[src/design/cache_pkg.sv]
/*
 * Shared geometry, message codes and message structs for the blocking cache.
 * Referenced by scoped names from the datapath, the control interface and the top.
 */
package cache_pkg;

  // ----------------------------------------------------------
  // Geometry
  // ----------------------------------------------------------
  localparam int cache_bytes = 256;
  localparam int line_bits   = 128;
  localparam int word_bits   = 32;
  localparam int addr_bits   = 32;
  localparam int opq_bits    = 8;
  localparam int line_bytes  = line_bits / 8;             // One write enable per byte

  // Two ways share the capacity
  localparam int num_sets = cache_bytes * 8 / line_bits / 2;
  localparam int idx_bits = $clog2(num_sets);
  localparam int off_bits = $clog2(line_bits / word_bits); // Word within line

  // Address minus index, word offset and byte offset
  localparam int tag_bits = addr_bits - idx_bits - off_bits - $clog2(word_bits / 8);

  // ----------------------------------------------------------
  // Message types
  // ----------------------------------------------------------
  localparam logic [2:0] msg_read  = 3'd0;
  localparam logic [2:0] msg_write = 3'd1;

  // Processor request, 75 bits
  typedef struct packed {
    logic [2:0]           msg_type;
    logic [opq_bits-1:0]  opaque;
    logic [addr_bits-1:0] addr;
    logic [word_bits-1:0] data;
  } mem_req_t;

  // Processor response
  typedef struct packed {
    logic [2:0]           msg_type;
    logic [opq_bits-1:0]  opaque;
    logic [word_bits-1:0] data;
  } mem_resp_t;

  // Line request to main memory
  typedef struct packed {
    logic [2:0]           msg_type;
    logic [addr_bits-1:0] addr;   // Line aligned
    logic [line_bits-1:0] data;
  } line_req_t;

endpackage
[src/design/cache_ctrl_if.sv]
/*
 * Enables, selects and status between the cache FSM and its datapath.
 * The FSM binds the ctrl modport, the datapath the dpath modport.
 */
`timescale 1ns/1ps

interface cache_ctrl_if;

  // FSM to datapath
  logic                            cachereq_en, memresp_en;
  logic                            write_data_sel;   // 0 write word, 1 refill line
  logic                            tag_ren, tag0_wen, tag1_wen;
  logic                            data_ren, data0_wen, data1_wen;
  logic [cache_pkg::line_bytes-1:0] data_wben;
  logic                            read_data_en, evict_addr_en;
  logic                            memreq_addr_sel;  // 0 request line, 1 victim line
  logic                            way_sel;
  logic [2:0]                      cacheresp_type, memreq_type;

  // Datapath to FSM
  logic                            tag0_match, tag1_match;
  logic [2:0]                      req_type;
  logic [cache_pkg::idx_bits-1:0]  req_idx;
  logic [cache_pkg::off_bits-1:0]  req_off;

  modport ctrl (
    output cachereq_en, memresp_en, write_data_sel, tag_ren, tag0_wen, tag1_wen,
           data_ren, data0_wen, data1_wen, data_wben, read_data_en, evict_addr_en,
           memreq_addr_sel, way_sel, cacheresp_type, memreq_type,
    input  tag0_match, tag1_match, req_type, req_idx, req_off
  );

  modport dpath (
    input  cachereq_en, memresp_en, write_data_sel, tag_ren, tag0_wen, tag1_wen,
           data_ren, data0_wen, data1_wen, data_wben, read_data_en, evict_addr_en,
           memreq_addr_sel, way_sel, cacheresp_type, memreq_type,
    output tag0_match, tag1_match, req_type, req_idx, req_off
  );

endinterface

[src/design/blocking_cache.sv]
/*
 * Two-way write-back blocking cache, top level with plain processor and memory ports.
 */
`timescale 1ns/1ps

module blocking_cache (
  input  logic                             clk,
  input  logic                             rst_n,
  // Processor side
  input  logic                             cachereq_val,
  input  logic [2:0]                       cachereq_type,
  input  logic [cache_pkg::opq_bits-1:0]   cachereq_opaque,
  input  logic [cache_pkg::addr_bits-1:0]  cachereq_addr,
  input  logic [cache_pkg::word_bits-1:0]  cachereq_data,
  output logic                             busy,
  output logic                             cacheresp_val,
  output logic [2:0]                       cacheresp_type,
  output logic [cache_pkg::opq_bits-1:0]   cacheresp_opaque,
  output logic [cache_pkg::word_bits-1:0]  cacheresp_data,
  // Memory side
  output logic                             memreq_val,
  output logic [2:0]                       memreq_type,
  output logic [cache_pkg::addr_bits-1:0]  memreq_addr,
  output logic [cache_pkg::line_bits-1:0]  memreq_data,
  input  logic                             memresp_val,
  input  logic [cache_pkg::line_bits-1:0]  memresp_data
);

  cache_pkg::mem_req_t  cachereq;
  cache_pkg::mem_resp_t cacheresp;
  cache_pkg::line_req_t memreq;

  assign cachereq = {cachereq_type, cachereq_opaque, cachereq_addr, cachereq_data};

  assign cacheresp_type   = cacheresp.msg_type;
  assign cacheresp_opaque = cacheresp.opaque;
  assign cacheresp_data   = cacheresp.data;

  assign memreq_type = memreq.msg_type;
  assign memreq_addr = memreq.addr;
  assign memreq_data = memreq.data;

  cache_ctrl_if ctl_if ();

  cache_ctrl ctrl (
    .clk           (clk),
    .rst_n         (rst_n),
    .cachereq_val  (cachereq_val),
    .memresp_val   (memresp_val),
    .busy          (busy),
    .cacheresp_val (cacheresp_val),
    .memreq_val    (memreq_val),
    .ctl           (ctl_if.ctrl)
  );

  cache_dpath dpath (
    .clk          (clk),
    .rst_n        (rst_n),
    .cachereq     (cachereq),
    .memresp_data (memresp_data),
    .ctl          (ctl_if.dpath),
    .cacheresp    (cacheresp),
    .memreq       (memreq)
  );

endmodule

[src/design/cache_ctrl.sv]
/*
 * Cache control FSM holding valid, dirty and LRU state per set.
 * Sequences lookup, write-back, refill and replay through the control interface.
 */
`timescale 1ns/1ps

module cache_ctrl (
  input  logic       clk,
  input  logic       rst_n,
  input  logic       cachereq_val,
  input  logic       memresp_val,
  output logic       busy,
  output logic       cacheresp_val,
  output logic       memreq_val,
  cache_ctrl_if.ctrl ctl
);

  typedef enum logic [2:0] {
    st_idle, st_tag_check, st_respond, st_evict_req,
    st_evict_wait, st_refill_req, st_refill_wait, st_refill_write
  } state_t;

  state_t state, next_state;

  logic [1:0][cache_pkg::num_sets-1:0] valid;
  logic [1:0][cache_pkg::num_sets-1:0] dirty;
  logic [cache_pkg::num_sets-1:0]      lru;       // Way to replace next
  logic                                victim_q;

  // ----------------------------------------------------------
  // Hit and victim choice
  // ----------------------------------------------------------
  logic hit0, hit1, hit, is_write, victim, evict_needed;
  logic [15:0] word_wben;

  assign hit0     = valid[0][ctl.req_idx] && ctl.tag0_match;
  assign hit1     = valid[1][ctl.req_idx] && ctl.tag1_match;
  assign hit      = hit0 || hit1;
  assign is_write = (ctl.req_type == cache_pkg::msg_write);

  // Free way first, otherwise the LRU way
  assign victim = !valid[0][ctl.req_idx] ? 1'b0 :
                  !valid[1][ctl.req_idx] ? 1'b1 : lru[ctl.req_idx];
  assign evict_needed = valid[victim][ctl.req_idx] && dirty[victim][ctl.req_idx];

  assign word_wben = 16'h000f << {ctl.req_off, 2'b00};

  // ----------------------------------------------------------
  // State and per-set bookkeeping
  // ----------------------------------------------------------
  always_ff @(posedge clk or negedge rst_n) begin
    if (!rst_n) begin
      state    <= st_idle;
      valid    <= '0;
      dirty    <= '0;
      lru      <= '0;
      victim_q <= 1'b0;
    end else begin
      state <= next_state;
      if (state == st_respond && hit) begin
        lru[ctl.req_idx] <= ~hit1;                         // Other way ages
        if (is_write) dirty[hit1][ctl.req_idx] <= 1'b1;
      end
      if (state == st_respond && !hit) victim_q <= victim;
      if (state == st_refill_write) begin
        valid[victim_q][ctl.req_idx] <= 1'b1;
        dirty[victim_q][ctl.req_idx] <= 1'b0;              // Fresh from memory
      end
    end
  end

  // ----------------------------------------------------------
  // Next state and control outputs
  // ----------------------------------------------------------
  always_comb begin
    next_state         = state;
    busy               = (state != st_idle);
    cacheresp_val      = 1'b0;
    memreq_val         = 1'b0;
    ctl.cachereq_en    = 1'b0;
    ctl.memresp_en     = 1'b0;
    ctl.write_data_sel = 1'b0;
    ctl.tag_ren        = 1'b0;
    ctl.tag0_wen       = 1'b0;
    ctl.tag1_wen       = 1'b0;
    ctl.data_ren       = 1'b0;
    ctl.data0_wen      = 1'b0;
    ctl.data1_wen      = 1'b0;
    ctl.data_wben      = '0;
    ctl.read_data_en   = 1'b0;
    ctl.evict_addr_en  = 1'b0;
    ctl.memreq_addr_sel = 1'b0;
    ctl.way_sel        = victim_q;
    ctl.cacheresp_type = ctl.req_type;
    ctl.memreq_type    = cache_pkg::msg_read;

    case (state)
      st_idle: begin
        ctl.cachereq_en = cachereq_val;
        if (cachereq_val) next_state = st_tag_check;
      end
      st_tag_check: begin                                  // Also the replay after refill
        ctl.tag_ren      = 1'b1;
        ctl.data_ren     = 1'b1;
        ctl.read_data_en = 1'b1;
        next_state       = st_respond;
      end
      st_respond: begin
        if (hit) begin
          cacheresp_val = 1'b1;
          ctl.way_sel   = hit1;
          if (is_write) begin
            ctl.data0_wen = hit0;
            ctl.data1_wen = hit1;
            ctl.data_wben = word_wben;
          end
          next_state = st_idle;
        end else begin
          ctl.evict_addr_en = 1'b1;
          next_state = evict_needed ? st_evict_req : st_refill_req;
        end
      end
      st_evict_req: begin
        memreq_val          = 1'b1;
        ctl.memreq_addr_sel = 1'b1;
        ctl.memreq_type     = cache_pkg::msg_write;
        next_state          = st_evict_wait;
      end
      st_evict_wait: if (memresp_val) next_state = st_refill_req;   // Write ack
      st_refill_req: begin
        memreq_val = 1'b1;
        next_state = st_refill_wait;
      end
      st_refill_wait: begin
        ctl.memresp_en = memresp_val;
        if (memresp_val) next_state = st_refill_write;
      end
      st_refill_write: begin
        ctl.write_data_sel = 1'b1;
        ctl.tag0_wen       = !victim_q;
        ctl.tag1_wen       = victim_q;
        ctl.data0_wen      = !victim_q;
        ctl.data1_wen      = victim_q;
        ctl.data_wben      = '1;
        next_state         = st_tag_check;
      end
      default: next_state = st_idle;
    endcase
  end

endmodule

[src/design/cache_dpath.sv]
/*
 * Cache datapath with request and refill registers, two ways and message packing.
 * Steered cycle by cycle by the FSM through the control interface.
 */
`timescale 1ns/1ps

module cache_dpath (
  input  logic                            clk,
  input  logic                            rst_n,
  input  cache_pkg::mem_req_t             cachereq,
  input  logic [cache_pkg::line_bits-1:0] memresp_data,
  cache_ctrl_if.dpath                     ctl,
  output cache_pkg::mem_resp_t            cacheresp,
  output cache_pkg::line_req_t            memreq
);

  // ----------------------------------------------------------
  // Request and refill registers
  // ----------------------------------------------------------
  logic [2:0]                      req_type_q;
  logic [cache_pkg::opq_bits-1:0]  req_opq_q;
  logic [cache_pkg::addr_bits-1:0] req_addr_q;
  logic [cache_pkg::word_bits-1:0] req_data_q;
  logic [cache_pkg::line_bits-1:0] refill_q;

  always_ff @(posedge clk or negedge rst_n) begin
    if (!rst_n) begin
      req_type_q <= cache_pkg::msg_read;
      req_opq_q  <= '0;
    end else if (ctl.cachereq_en) begin
      req_type_q <= cachereq.msg_type;
      req_opq_q  <= cachereq.opaque;
    end
  end

  always_ff @(posedge clk) begin
    if (ctl.cachereq_en) begin
      req_addr_q <= cachereq.addr;
      req_data_q <= cachereq.data;
    end
    if (ctl.memresp_en) refill_q <= memresp_data;
  end

  assign ctl.req_type = req_type_q;
  assign ctl.req_off  = req_addr_q[2 +: cache_pkg::off_bits];
  assign ctl.req_idx  = req_addr_q[cache_pkg::off_bits+2 +: cache_pkg::idx_bits];

  // Write word copied to every slot, byte enables pick the live one
  logic [cache_pkg::line_bits-1:0] line_wdata;
  assign line_wdata = ctl.write_data_sel ? refill_q : {4{req_data_q}};

  // ----------------------------------------------------------
  // Ways
  // ----------------------------------------------------------
  logic [cache_pkg::addr_bits-1:0] way_addr [2];
  logic [cache_pkg::word_bits-1:0] way_word [2];
  logic [cache_pkg::line_bits-1:0] way_line [2];

  cache_way way0 (
    .clk(clk), .rst_n(rst_n), .req_addr(req_addr_q),
    .tag_ren(ctl.tag_ren), .tag_wen(ctl.tag0_wen),
    .data_ren(ctl.data_ren), .data_wen(ctl.data0_wen),
    .line_wdata(line_wdata), .data_wben(ctl.data_wben),
    .read_data_en(ctl.read_data_en), .evict_addr_en(ctl.evict_addr_en),
    .memreq_addr_sel(ctl.memreq_addr_sel), .word_sel(ctl.req_off),
    .tag_match(ctl.tag0_match), .memreq_addr(way_addr[0]),
    .word_rdata(way_word[0]), .line_rdata(way_line[0])
  );

  cache_way way1 (
    .clk(clk), .rst_n(rst_n), .req_addr(req_addr_q),
    .tag_ren(ctl.tag_ren), .tag_wen(ctl.tag1_wen),
    .data_ren(ctl.data_ren), .data_wen(ctl.data1_wen),
    .line_wdata(line_wdata), .data_wben(ctl.data_wben),
    .read_data_en(ctl.read_data_en), .evict_addr_en(ctl.evict_addr_en),
    .memreq_addr_sel(ctl.memreq_addr_sel), .word_sel(ctl.req_off),
    .tag_match(ctl.tag1_match), .memreq_addr(way_addr[1]),
    .word_rdata(way_word[1]), .line_rdata(way_line[1])
  );

  // ----------------------------------------------------------
  // Way muxes and outgoing messages
  // ----------------------------------------------------------
  assign cacheresp.msg_type = ctl.cacheresp_type;
  assign cacheresp.opaque   = req_opq_q;                // Echo of the request tag
  assign cacheresp.data     = way_word[ctl.way_sel];

  assign memreq.msg_type = ctl.memreq_type;
  assign memreq.addr     = way_addr[ctl.way_sel];
  assign memreq.data     = way_line[ctl.way_sel];      // Only meaningful on write-back

endmodule

[src/design/cache_way.sv]
/*
 * One cache way with tag and data arrays, a registered line read and the
 * victim address register. The datapath instantiates one per way.
 */
`timescale 1ns/1ps

module cache_way (
  input  logic                            clk,
  input  logic                            rst_n,
  input  logic [cache_pkg::addr_bits-1:0] req_addr,
  input  logic                            tag_ren,
  input  logic                            tag_wen,
  input  logic                            data_ren,
  input  logic                            data_wen,
  input  logic [cache_pkg::line_bits-1:0] line_wdata,
  input  logic [15:0]                     data_wben,
  input  logic                            read_data_en,
  input  logic                            evict_addr_en,
  input  logic                            memreq_addr_sel,
  input  logic [cache_pkg::off_bits-1:0]  word_sel,
  output logic                            tag_match,
  output logic [cache_pkg::addr_bits-1:0] memreq_addr,
  output logic [cache_pkg::word_bits-1:0] word_rdata,
  output logic [cache_pkg::line_bits-1:0] line_rdata
);

  localparam int lsb_bits = cache_pkg::off_bits + 2;   // Word offset plus byte offset

  logic [cache_pkg::tag_bits-1:0]  tag_array [cache_pkg::num_sets];
  logic [cache_pkg::line_bits-1:0] data_array [cache_pkg::num_sets];

  logic [cache_pkg::idx_bits-1:0]  idx;
  logic [cache_pkg::tag_bits-1:0]  req_tag;
  logic [cache_pkg::tag_bits-1:0]  tag_rd;               // Stored tag, one cycle after tag_ren
  logic [cache_pkg::addr_bits-1:0] evict_addr;

  assign idx     = req_addr[lsb_bits +: cache_pkg::idx_bits];
  assign req_tag = req_addr[cache_pkg::addr_bits-1 -: cache_pkg::tag_bits];

  // ----------------------------------------------------------
  // Array writes, byte enables cover the whole line
  // ----------------------------------------------------------
  always_ff @(posedge clk) begin
    if (tag_wen) tag_array[idx] <= req_tag;
    if (data_wen) begin
      for (int b = 0; b < 16; b++) begin
        if (data_wben[b]) data_array[idx][b*8 +: 8] <= line_wdata[b*8 +: 8];
      end
    end
  end

  always_ff @(posedge clk or negedge rst_n) begin
    if (!rst_n) begin
      tag_rd <= '0;
    end else if (tag_ren) begin
      tag_rd <= tag_array[idx];
    end
  end

  always_ff @(posedge clk) begin
    if (data_ren && read_data_en) line_rdata <= data_array[idx];
    if (evict_addr_en) evict_addr <= {tag_rd, idx, {lsb_bits{1'b0}}};   // Victim line base
  end

  assign tag_match   = (tag_rd == req_tag);           // Valid bit applied in the FSM
  assign word_rdata  = line_rdata[word_sel*cache_pkg::word_bits +: cache_pkg::word_bits];
  assign memreq_addr = memreq_addr_sel ? evict_addr
                                       : {req_addr[cache_pkg::addr_bits-1:lsb_bits],
                                          {lsb_bits{1'b0}}};

endmodule

[config.mk]
export PLATFORM = sky130hd
export DESIGN_NAME = blocking_cache
export DESIGN_NICKNAME = d
export VERILOG_FILES = /design/src/design/cache_pkg.sv /design/src/design/cache_ctrl_if.sv /design/src/design/blocking_cache.sv /design/src/design/cache_ctrl.sv /design/src/design/cache_dpath.sv /design/src/design/cache_way.sv
export SDC_FILE = /design/constraint.sdc
export NUM_CORES = 2
export LEC_CHECK = 0
export ABC_AREA = 1
export BUFFER_PORTS_ARGS = -buffer_cell sky130_fd_sc_hd__buf_2
export CORE_MARGIN = 3
export CORE_UTILIZATION = 57
export DETAILED_ROUTE_END_ITERATION = 16
export MAX_ROUTING_LAYER = met4
export PLACE_DENSITY = 0.74
export RECOVER_POWER = 100
export SYNTH_ARGS = -nofsm -noshare
export SYNTH_HDL_FRONTEND = slang
export SYNTH_SLANG_ARGS = --single-unit
[constraint.sdc]
create_clock -name clk -period 16.6 [get_ports clk]
set_input_delay 0.83 -clock clk [delete_from_list [all_inputs] [get_ports clk]]
set_output_delay 0.83 -clock clk [all_outputs]
set_load 0.1 [all_outputs]
=== Word-level counts from Yosys, hierarchy flattened ===
Memories as Yosys holds them, arrays and structs flattened. A register that Yosys moved wholly into a read port is not among the register bits.
Cells that the tools add are included.

* Magnitude comparators: 8
* Equal/unequal tests: 13
* Shifts and indexed selects: 3
* Muxes and demuxes: 152
* Bitwise logic cells: 6
* Reductions and logical operators: 17

{| class="wikitable"
|+ Operators by type and width
! operator !! count
|-
| two-way mux 128 bit || 4
|-
| two-way mux 32 bit || 8
|-
| variable part select 128 x 8 -> 32 bit || 2
|-
| two-way mux 1 bit || 111
|-
| two-way mux 16 bit || 5
|-
| == test 25 bit || 2
|-
| two-way mux 8 bit || 6
|-
| bitwise OR 16 bit || 2
|-
| one-hot mux 16 bit (2 select lines) || 1
|-
| one-hot mux 3 bit (8 select lines) || 1
|-
| bitwise AND 16 bit || 1
|-
| demux 8 bit (select 1 bit) || 2
|-
| inverter 16 bit || 1
|-
| << shifter 4 x 4 -> 16 bit, first input constant || 1
|-
| binary-select mux 1 bit (select 3 bit) || 5
|-
| two-way mux 3 bit || 5
|-
| == test 3 bit, second input constant || 4
|-
| bitwise mux 8 bit || 1
|-
| logical AND 1 bit || 8
|-
| == test 3 x 1 -> 1 bit, second input constant || 2
|-
| == test 3 x 2 -> 1 bit, second input constant || 2
|-
| less-than comparator 1 x 2 -> 1 bit, second input constant || 3
|-
| inequality test 2 bit, second input constant || 3
|-
| zero test 1 bit || 4
|-
| other kinds (13) || 15
|}

* Register bits after elaboration: 303
* Memory bits (writable): 2,448
* Input bits: 207
* Output and inout bits: 209
* Logic and storage cells: 217
* Memories kept: 4

{| class="wikitable"
|+ Memories
! name !! depth !! bits a word !! read ports !! clocked after memory_dff !! write ports !! RTL line !! text
|-
| dpath.way0.data_array || 8 || 128 || 1 || 1 || 1 || cache_way.sv:30 || <nowiki>logic [cache_pkg::line_bits-1:0] data_array [cache_pkg::num_sets];</nowiki>
|-
| dpath.way1.data_array || 8 || 128 || 1 || 1 || 1 || cache_way.sv:30 ||
|-
| dpath.way0.tag_array || 8 || 25 || 1 || 1 || 1 || cache_way.sv:29 || <nowiki>logic [cache_pkg::tag_bits-1:0] tag_array [cache_pkg::num_sets];</nowiki>
|-
| dpath.way1.tag_array || 8 || 25 || 1 || 1 || 1 || cache_way.sv:29 ||
|}

=== Depth between registers and ports, before layout ===
* Depth after elaboration: 12
* Mapped depth: 21
* Gate-level depth less buffers: 19

=== Modules after synthesis ===
From an unflattened synthesis, not the netlist that was laid out.

* Cells, all modules: 10,718
* Area total of the unflattened synthesis: 123,733.7 um^2

{| class="wikitable"
|+ By module, submodules not included
! module !! times used !! cells each !! area an instance (um^2) !! seq. area each (um^2)
|-
| cache_way || 2 || 4,591 || 55,618.3 || 42,065.3
|-
| cache_dpath || 1 || 1,175 || 9,801.9 || 6,040.8
|-
| cache_ctrl || 1 || 361 || 2,695.1 || 1,101.1
|}

=== Least setup slack after synthesis ===
No wires, ideal clock.

* Kind: register to register
* Start point: reg ctrl.state[1]
* End point: reg dpath.way0.line_rdata[0] (netlist name), read port of dpath.way0.data_array (enable)
* Setup time: 0.721 ns
* Arrival time: 7.965 ns
* Required time: 15.879 ns
* Path slack: 7.913 ns
* Stages on the path, launching flop included: 5
* Path buffers: 1
* Clock period less this slack: 8.687 ns
* Cells stage by stage: dfrtp_1 > inv_1 > nand2_1 > nor2_1 > clkbuf_1

* Cells in the longest elaborated chain, start to end: 2

{| class="wikitable"
|+ RTL lines
! what !! RTL line !! text
|-
| start, declared || cache_ctrl.sv:23 || <nowiki>state_t state, next_state;</nowiki>
|-
| start signal, assigned || cache_ctrl.sv:53 || <nowiki>state <= st_idle;</nowiki>
|-
| start signal, assigned || cache_ctrl.sv:59 || <nowiki>state <= next_state;</nowiki>
|-
| == test 3 x 1 -> 1 bit || cache_ctrl.sv:97 || <nowiki>case (state)</nowiki>
|-
| two-way mux 1 bit || cache_ctrl.sv:97 ||
|-
| end, declared || cache_way.sv:24 || <nowiki>output logic [cache_pkg::line_bits-1:0] line_rdata</nowiki>
|}

Every way passes these cells.
A chain may end at the register's enable or synchronous reset.

=== Final worst setup path ===
* Start point: reg dpath.req_addr_q[4] (netlist name)
* End point: out cacheresp_data[17] (netlist name)

* Cells in the longest elaborated chain, start to end: 10
* Elaborated cells between the ends (all ways): 13
* Classes of those cells: 9 x mux; 1 x bitwise; 3 x reduce/logical

{| class="wikitable"
|+ RTL lines
! what !! RTL line !! text
|-
| start, declared || cache_dpath.sv:22 || <nowiki>logic [cache_pkg::addr_bits-1:0] req_addr_q;</nowiki>
|-
| start signal, assigned || cache_dpath.sv:38 || <nowiki>req_addr_q <= cachereq.addr;</nowiki>
|-
| binary-select mux 1 bit (select 3 bit) (on tied branches) || cache_ctrl.sv:36, cache_ctrl.sv:37 ||
|-
| two-way mux 1 bit (on tied branches) || cache_ctrl.sv:36, cache_ctrl.sv:37 ||
|-
| logical AND 1 bit (on tied branches) || cache_ctrl.sv:36, cache_ctrl.sv:37 ||
|-
| logical OR 1 bit || cache_ctrl.sv:38 || <nowiki>assign hit = hit0 || hit1;</nowiki>
|-
| two-way mux 1 bit (*) || cache_ctrl.sv:109 || <nowiki>if (hit) begin</nowiki>
|-
| two-way mux 1 bit (*) || cache_ctrl.sv:97 ||
|-
| inverter 1 -> 2 bit (implied by the code) (*) || cache_dpath.sv:86 || <nowiki>assign cacheresp.data = way_word[ctl.way_sel];</nowiki>
|-
| two-way mux 32 bit (implied by the code) (*) (3 in series) || cache_dpath.sv:86 ||
|-
| end, declared || blocking_cache.sv:19 || <nowiki>output logic [cache_pkg::word_bits-1:0] cacheresp_data,</nowiki>
|}

Every way passes the cells marked *; elsewhere a longest branch is shown, timed or not. The select of a mux whose other input is x is not followed.

==> results.json <==
{
  "fin_skew_ns": 0.143,
  "grt_setup_unrepaired": "no",
  "fp.dieW_um": 453,
  "cts_buffers": 315,
  "grt_usage": 0.344,
  "drt-initial-drc-count": 10361,
  "hp-class": "primary input to flip-flop",
  "synth.distinct_cells": 41,
  "grt_max_degree": 152,
  "hold-path-cell-count": 1,
  "finalHoldViolCount": 0,
  "syn_area_per_cell_um2": 15.3,
  "cp_max_fo": 81,
  "core.rowCount": 163,
  "p_leak_nw": 43.3,
  "finalCritPeriodShare": 0.737,
  "cts_root_buf": "clkbuf_16",
  "min_period_ns": 12.24,
  "powerDensity_mw_per_mm2": 167,
  "core_mm2": 0.198,
  "synth-xor-area-share": 0.00308,
  "synthArstFlopShare": 0.0344,
  "via_count": 70151,
  "fillers": 13496,
  "drt-wirelength-per-cell_um": 31.9,
  "syn-cell-area_mm2": 0.114,
  "clkSinkCount": 3052,
  "drcViolationCount": 0,
  "worst_slew_pin_slew_ns": 8.87,
  "dr.pass1.iters": 6,
  "pin_count": 416,
  "gp_congestion": 0.877,
  "required_ns": 15.77,
  "fmax_mhz": 81.7,
  "synth_ff_type": "edfxtp_1",
  "cts_buffer_depth": 4,
  "synth-seq-cells": 3052,
  "muxShareOfSynthArea": 0.000991,
  "grt_pass1_vias": 67867,
  "antenna_found_initial": 24,
  "vias_per_cell": 6.47,
  "relSlewSlack": -4.91,
  "cts_tree": "built",
  "dieArea_mm2": 0.205,
  "max_cap_violations": 111,
  "status": "finished, violations left",
  "nets": 8147,
  "drive_above_1_share": 0.0884,
  "synthSimpleGateAreaFrac": 0.0958,
  "cp-end-kind": "output pin",
  "cp-start-kind": "flip-flop",
  "arrival_ns": 11.41,
  "synth_warnings": 0,
  "synthCells": 7406,
  "grt-ovfl-total": 0,
  "crit_start": "dpath.req_addr_q[4]$_DFFE_PP_",
  "htree_levels": 5,
  "start_util": 0.575,
  "final_common_cell": "edfxtp_1",
  "holdCritStartpoint": "memresp_data[15]",
  "slew_violations": 3657,
  "final_cell_mix": "2947 x edfxtp_1, 1528 x nand2_1, 412 x clkbuf_1",
  "synth-edff-count": 2947,
  "synth_top_family_by_area": "simple AND/OR/NAND/NOR gates",
  "ys_seq_area_frac": 0.802,
  "setup_viol": 0,
  "wl_mm": 345,
  "ctsResizeCount": 0,
  "ir_drop_mv": 0.226,
  "clock_latency_ns": 0.99,
  "synth-compound-area-share": 0.0716,
  "post_cts_buffers": 0,
  "rr_startpoint": "dpath.req_addr_q[4]$_DFFE_PP_",
  "place_hpwl_mm": 185,
  "tns_ns": 0,
  "synthToLayoutAreaGrowth_pct": 13.2,
  "violations": "max-capacitance violations, max-slew violations",
  "die_h_um": 453,
  "ant_nets": 0,
  "synthAdderAreaFrac": 0,
  "portBuffers": 407,
  "grt_pass1_wl_mm": 484,
  "path_clk_slew_ns": 0.06,
  "hold_slack_ns": 0.0684,
  "critPathKind": "flip-flop to output pin",
  "reg2reg_depth": 8
}
## per-stage QoR
step	instances	area, um2	utilization	setup slack [ns]	total power [mW]
3_3_place_gp	10218	119000	0.603	9.59	14.7
5_1_grt	10827	129000	0.650	4.24	22.1
2_1_floorplan	7411	114000	-	7.91	13.2
4_1_cts	10806	130000	0.655	8.51	21.5
3_5_place_dp	10218	119000	0.603	9.52	14.8
6_report	10835	129000	0.651	4.36	21.5
## flip-flops by register name (all words and copies together), names as in the netlist
| signal | flops |
|---|---|
| dpath.req_opq_q | 8 |
| dpath.req_addr_q | 30 |
| ctrl.dirty | 16 |
| ctrl.valid | 16 |
| dpath.way1.tag_rd | 25 |
| dpath.ctl.req_type | 3 |
| dpath.way1.evict_addr | 28 |
| dpath.way0.tag_array | 200 |
| ctrl.victim_q | 1 |
| dpath.way1.data_array | 1024 |
| dpath.req_data_q | 32 |
| dpath.way1.tag_array | 200 |
| dpath.way0.evict_addr | 25 |
| dpath.way0.data_array | 1024 |
| dpath.way1.line_rdata | 128 |
| dpath.way0.tag_rd | 25 |
| ctrl.state | 3 |
| ctrl.lru | 8 |
| dpath.way0.line_rdata | 128 |
| dpath.refill_q | 128 |
## critical path, cell delays in order (launching register included)
cell and delay, ns:
edfxtp_1 0.32, clkbuf_1 1.24, nand2_1 0.15, o21ai_0 0.15
inv_1 0.08, o21ai_0 0.15, nand2_1 0.07, nand2_1 0.50
nand4_1 0.50, nand2_8 0.77, nand2_1 2.61, buf_4 1.29
buf_4 0.55, nand2_1 0.17, nand3_1 0.39, nand2_1 0.22
inv_1 0.18, nand2_1 0.25, clkbuf_1 0.89
## area by class of cell
type	count	area (um2)	area share
Sequential cell	3052	91100	0.708
Multi-Input combinational cell	3590	20000	0.155
Clock buffer	396	8370	0.0650
Tap cell	2640	3300	0.0257
Timing Repair Buffer	601	3040	0.0237
Inverter	380	1430	0.0111
Clock inverter	147	1360	0.0105
Antenna cell	29	72.6	0.000564
## cells in the mapped netlist, types with 10 or more instances
| library cell | number | area [um2] |
|---|---|---|
| xnor2_1 | 14 | 123 |
| clkbuf_1 | 239 | 897 |
| o21a_1 | 33 | 248 |
| a22o_1 | 172 | 1510 |
| edfxtp_1 | 2947 | 88500 |
| nand4_1 | 241 | 1510 |
| nor2_1 | 175 | 657 |
| a221oi_1 | 311 | 2720 |
| nand3_1 | 292 | 1460 |
| mux2_2 | 10 | 113 |
| and2_1 | 129 | 807 |
| buf_2 | 87 | 435 |
| buf_1 | 53 | 199 |
| nand2_1 | 1524 | 5720 |
| inv_1 | 372 | 1400 |
| xor2_1 | 26 | 228 |
| o21ai_0 | 67 | 335 |
| a21oi_1 | 132 | 661 |
| dfrtp_1 | 105 | 2630 |
| a22oi_1 | 325 | 2440 |
| nand3b_1 | 74 | 556 |
## power breakdown
group          leakage [nW]  internal, mW  switching (mW)
registers              27.9          9.54           0.211
logic                  10.6         0.745            4.26
clock network          4.77          3.94            2.82
total                  43.3          14.2            7.30
## repair_timing
action                                  CTS  global route
hold endpoints to repair                 80             0
hold buffers                             45             0
endpoints found under the setup margin    0             0
## path summary, 6_finish.rpt
kind | to | slack, ns
worst min-delay path | dpath.refill_q[15]$_DFFE_PP_ | 0.07
worst min register to register | dpath.way0.evict_addr[29]$_DFFE_PP_ | 0.45
worst max register to register | dpath.way0.line_rdata[62]$_DFFE_PP_ | 4.44
min in group asynchronous | dpath.way0.tag_rd[2]$_DFFE_PN0P_ | 1.23
max in group asynchronous | ctrl.valid[11]$_DFFE_PN0P_ | 10.57
worst max-delay path | cacheresp_data[17] | 4.36
## per-layer routing
layer,global-route usage,wire length [um],up-vias
met5,-,0,-
met4,0.241,29500,0
li1,-,-,28983
met3,0.0730,44600,1153
met2,0.512,158000,5639
met1,0.423,113000,34376
## logic make-up (layout without fill, tap and decap cells)
logic type | after synthesis | count (layout)
flip-flops | 3052 | 3052
AND/OR/NAND/NOR | 2464 | 2464
AO/OA/AOI/OAI | 1070 | 1070
buffers and inverters | 769 | 1524
XOR/XNOR | 40 | 40
multiplexers | 10 | 10
other | 1 | 35
(Power assumes the default switching activity.)
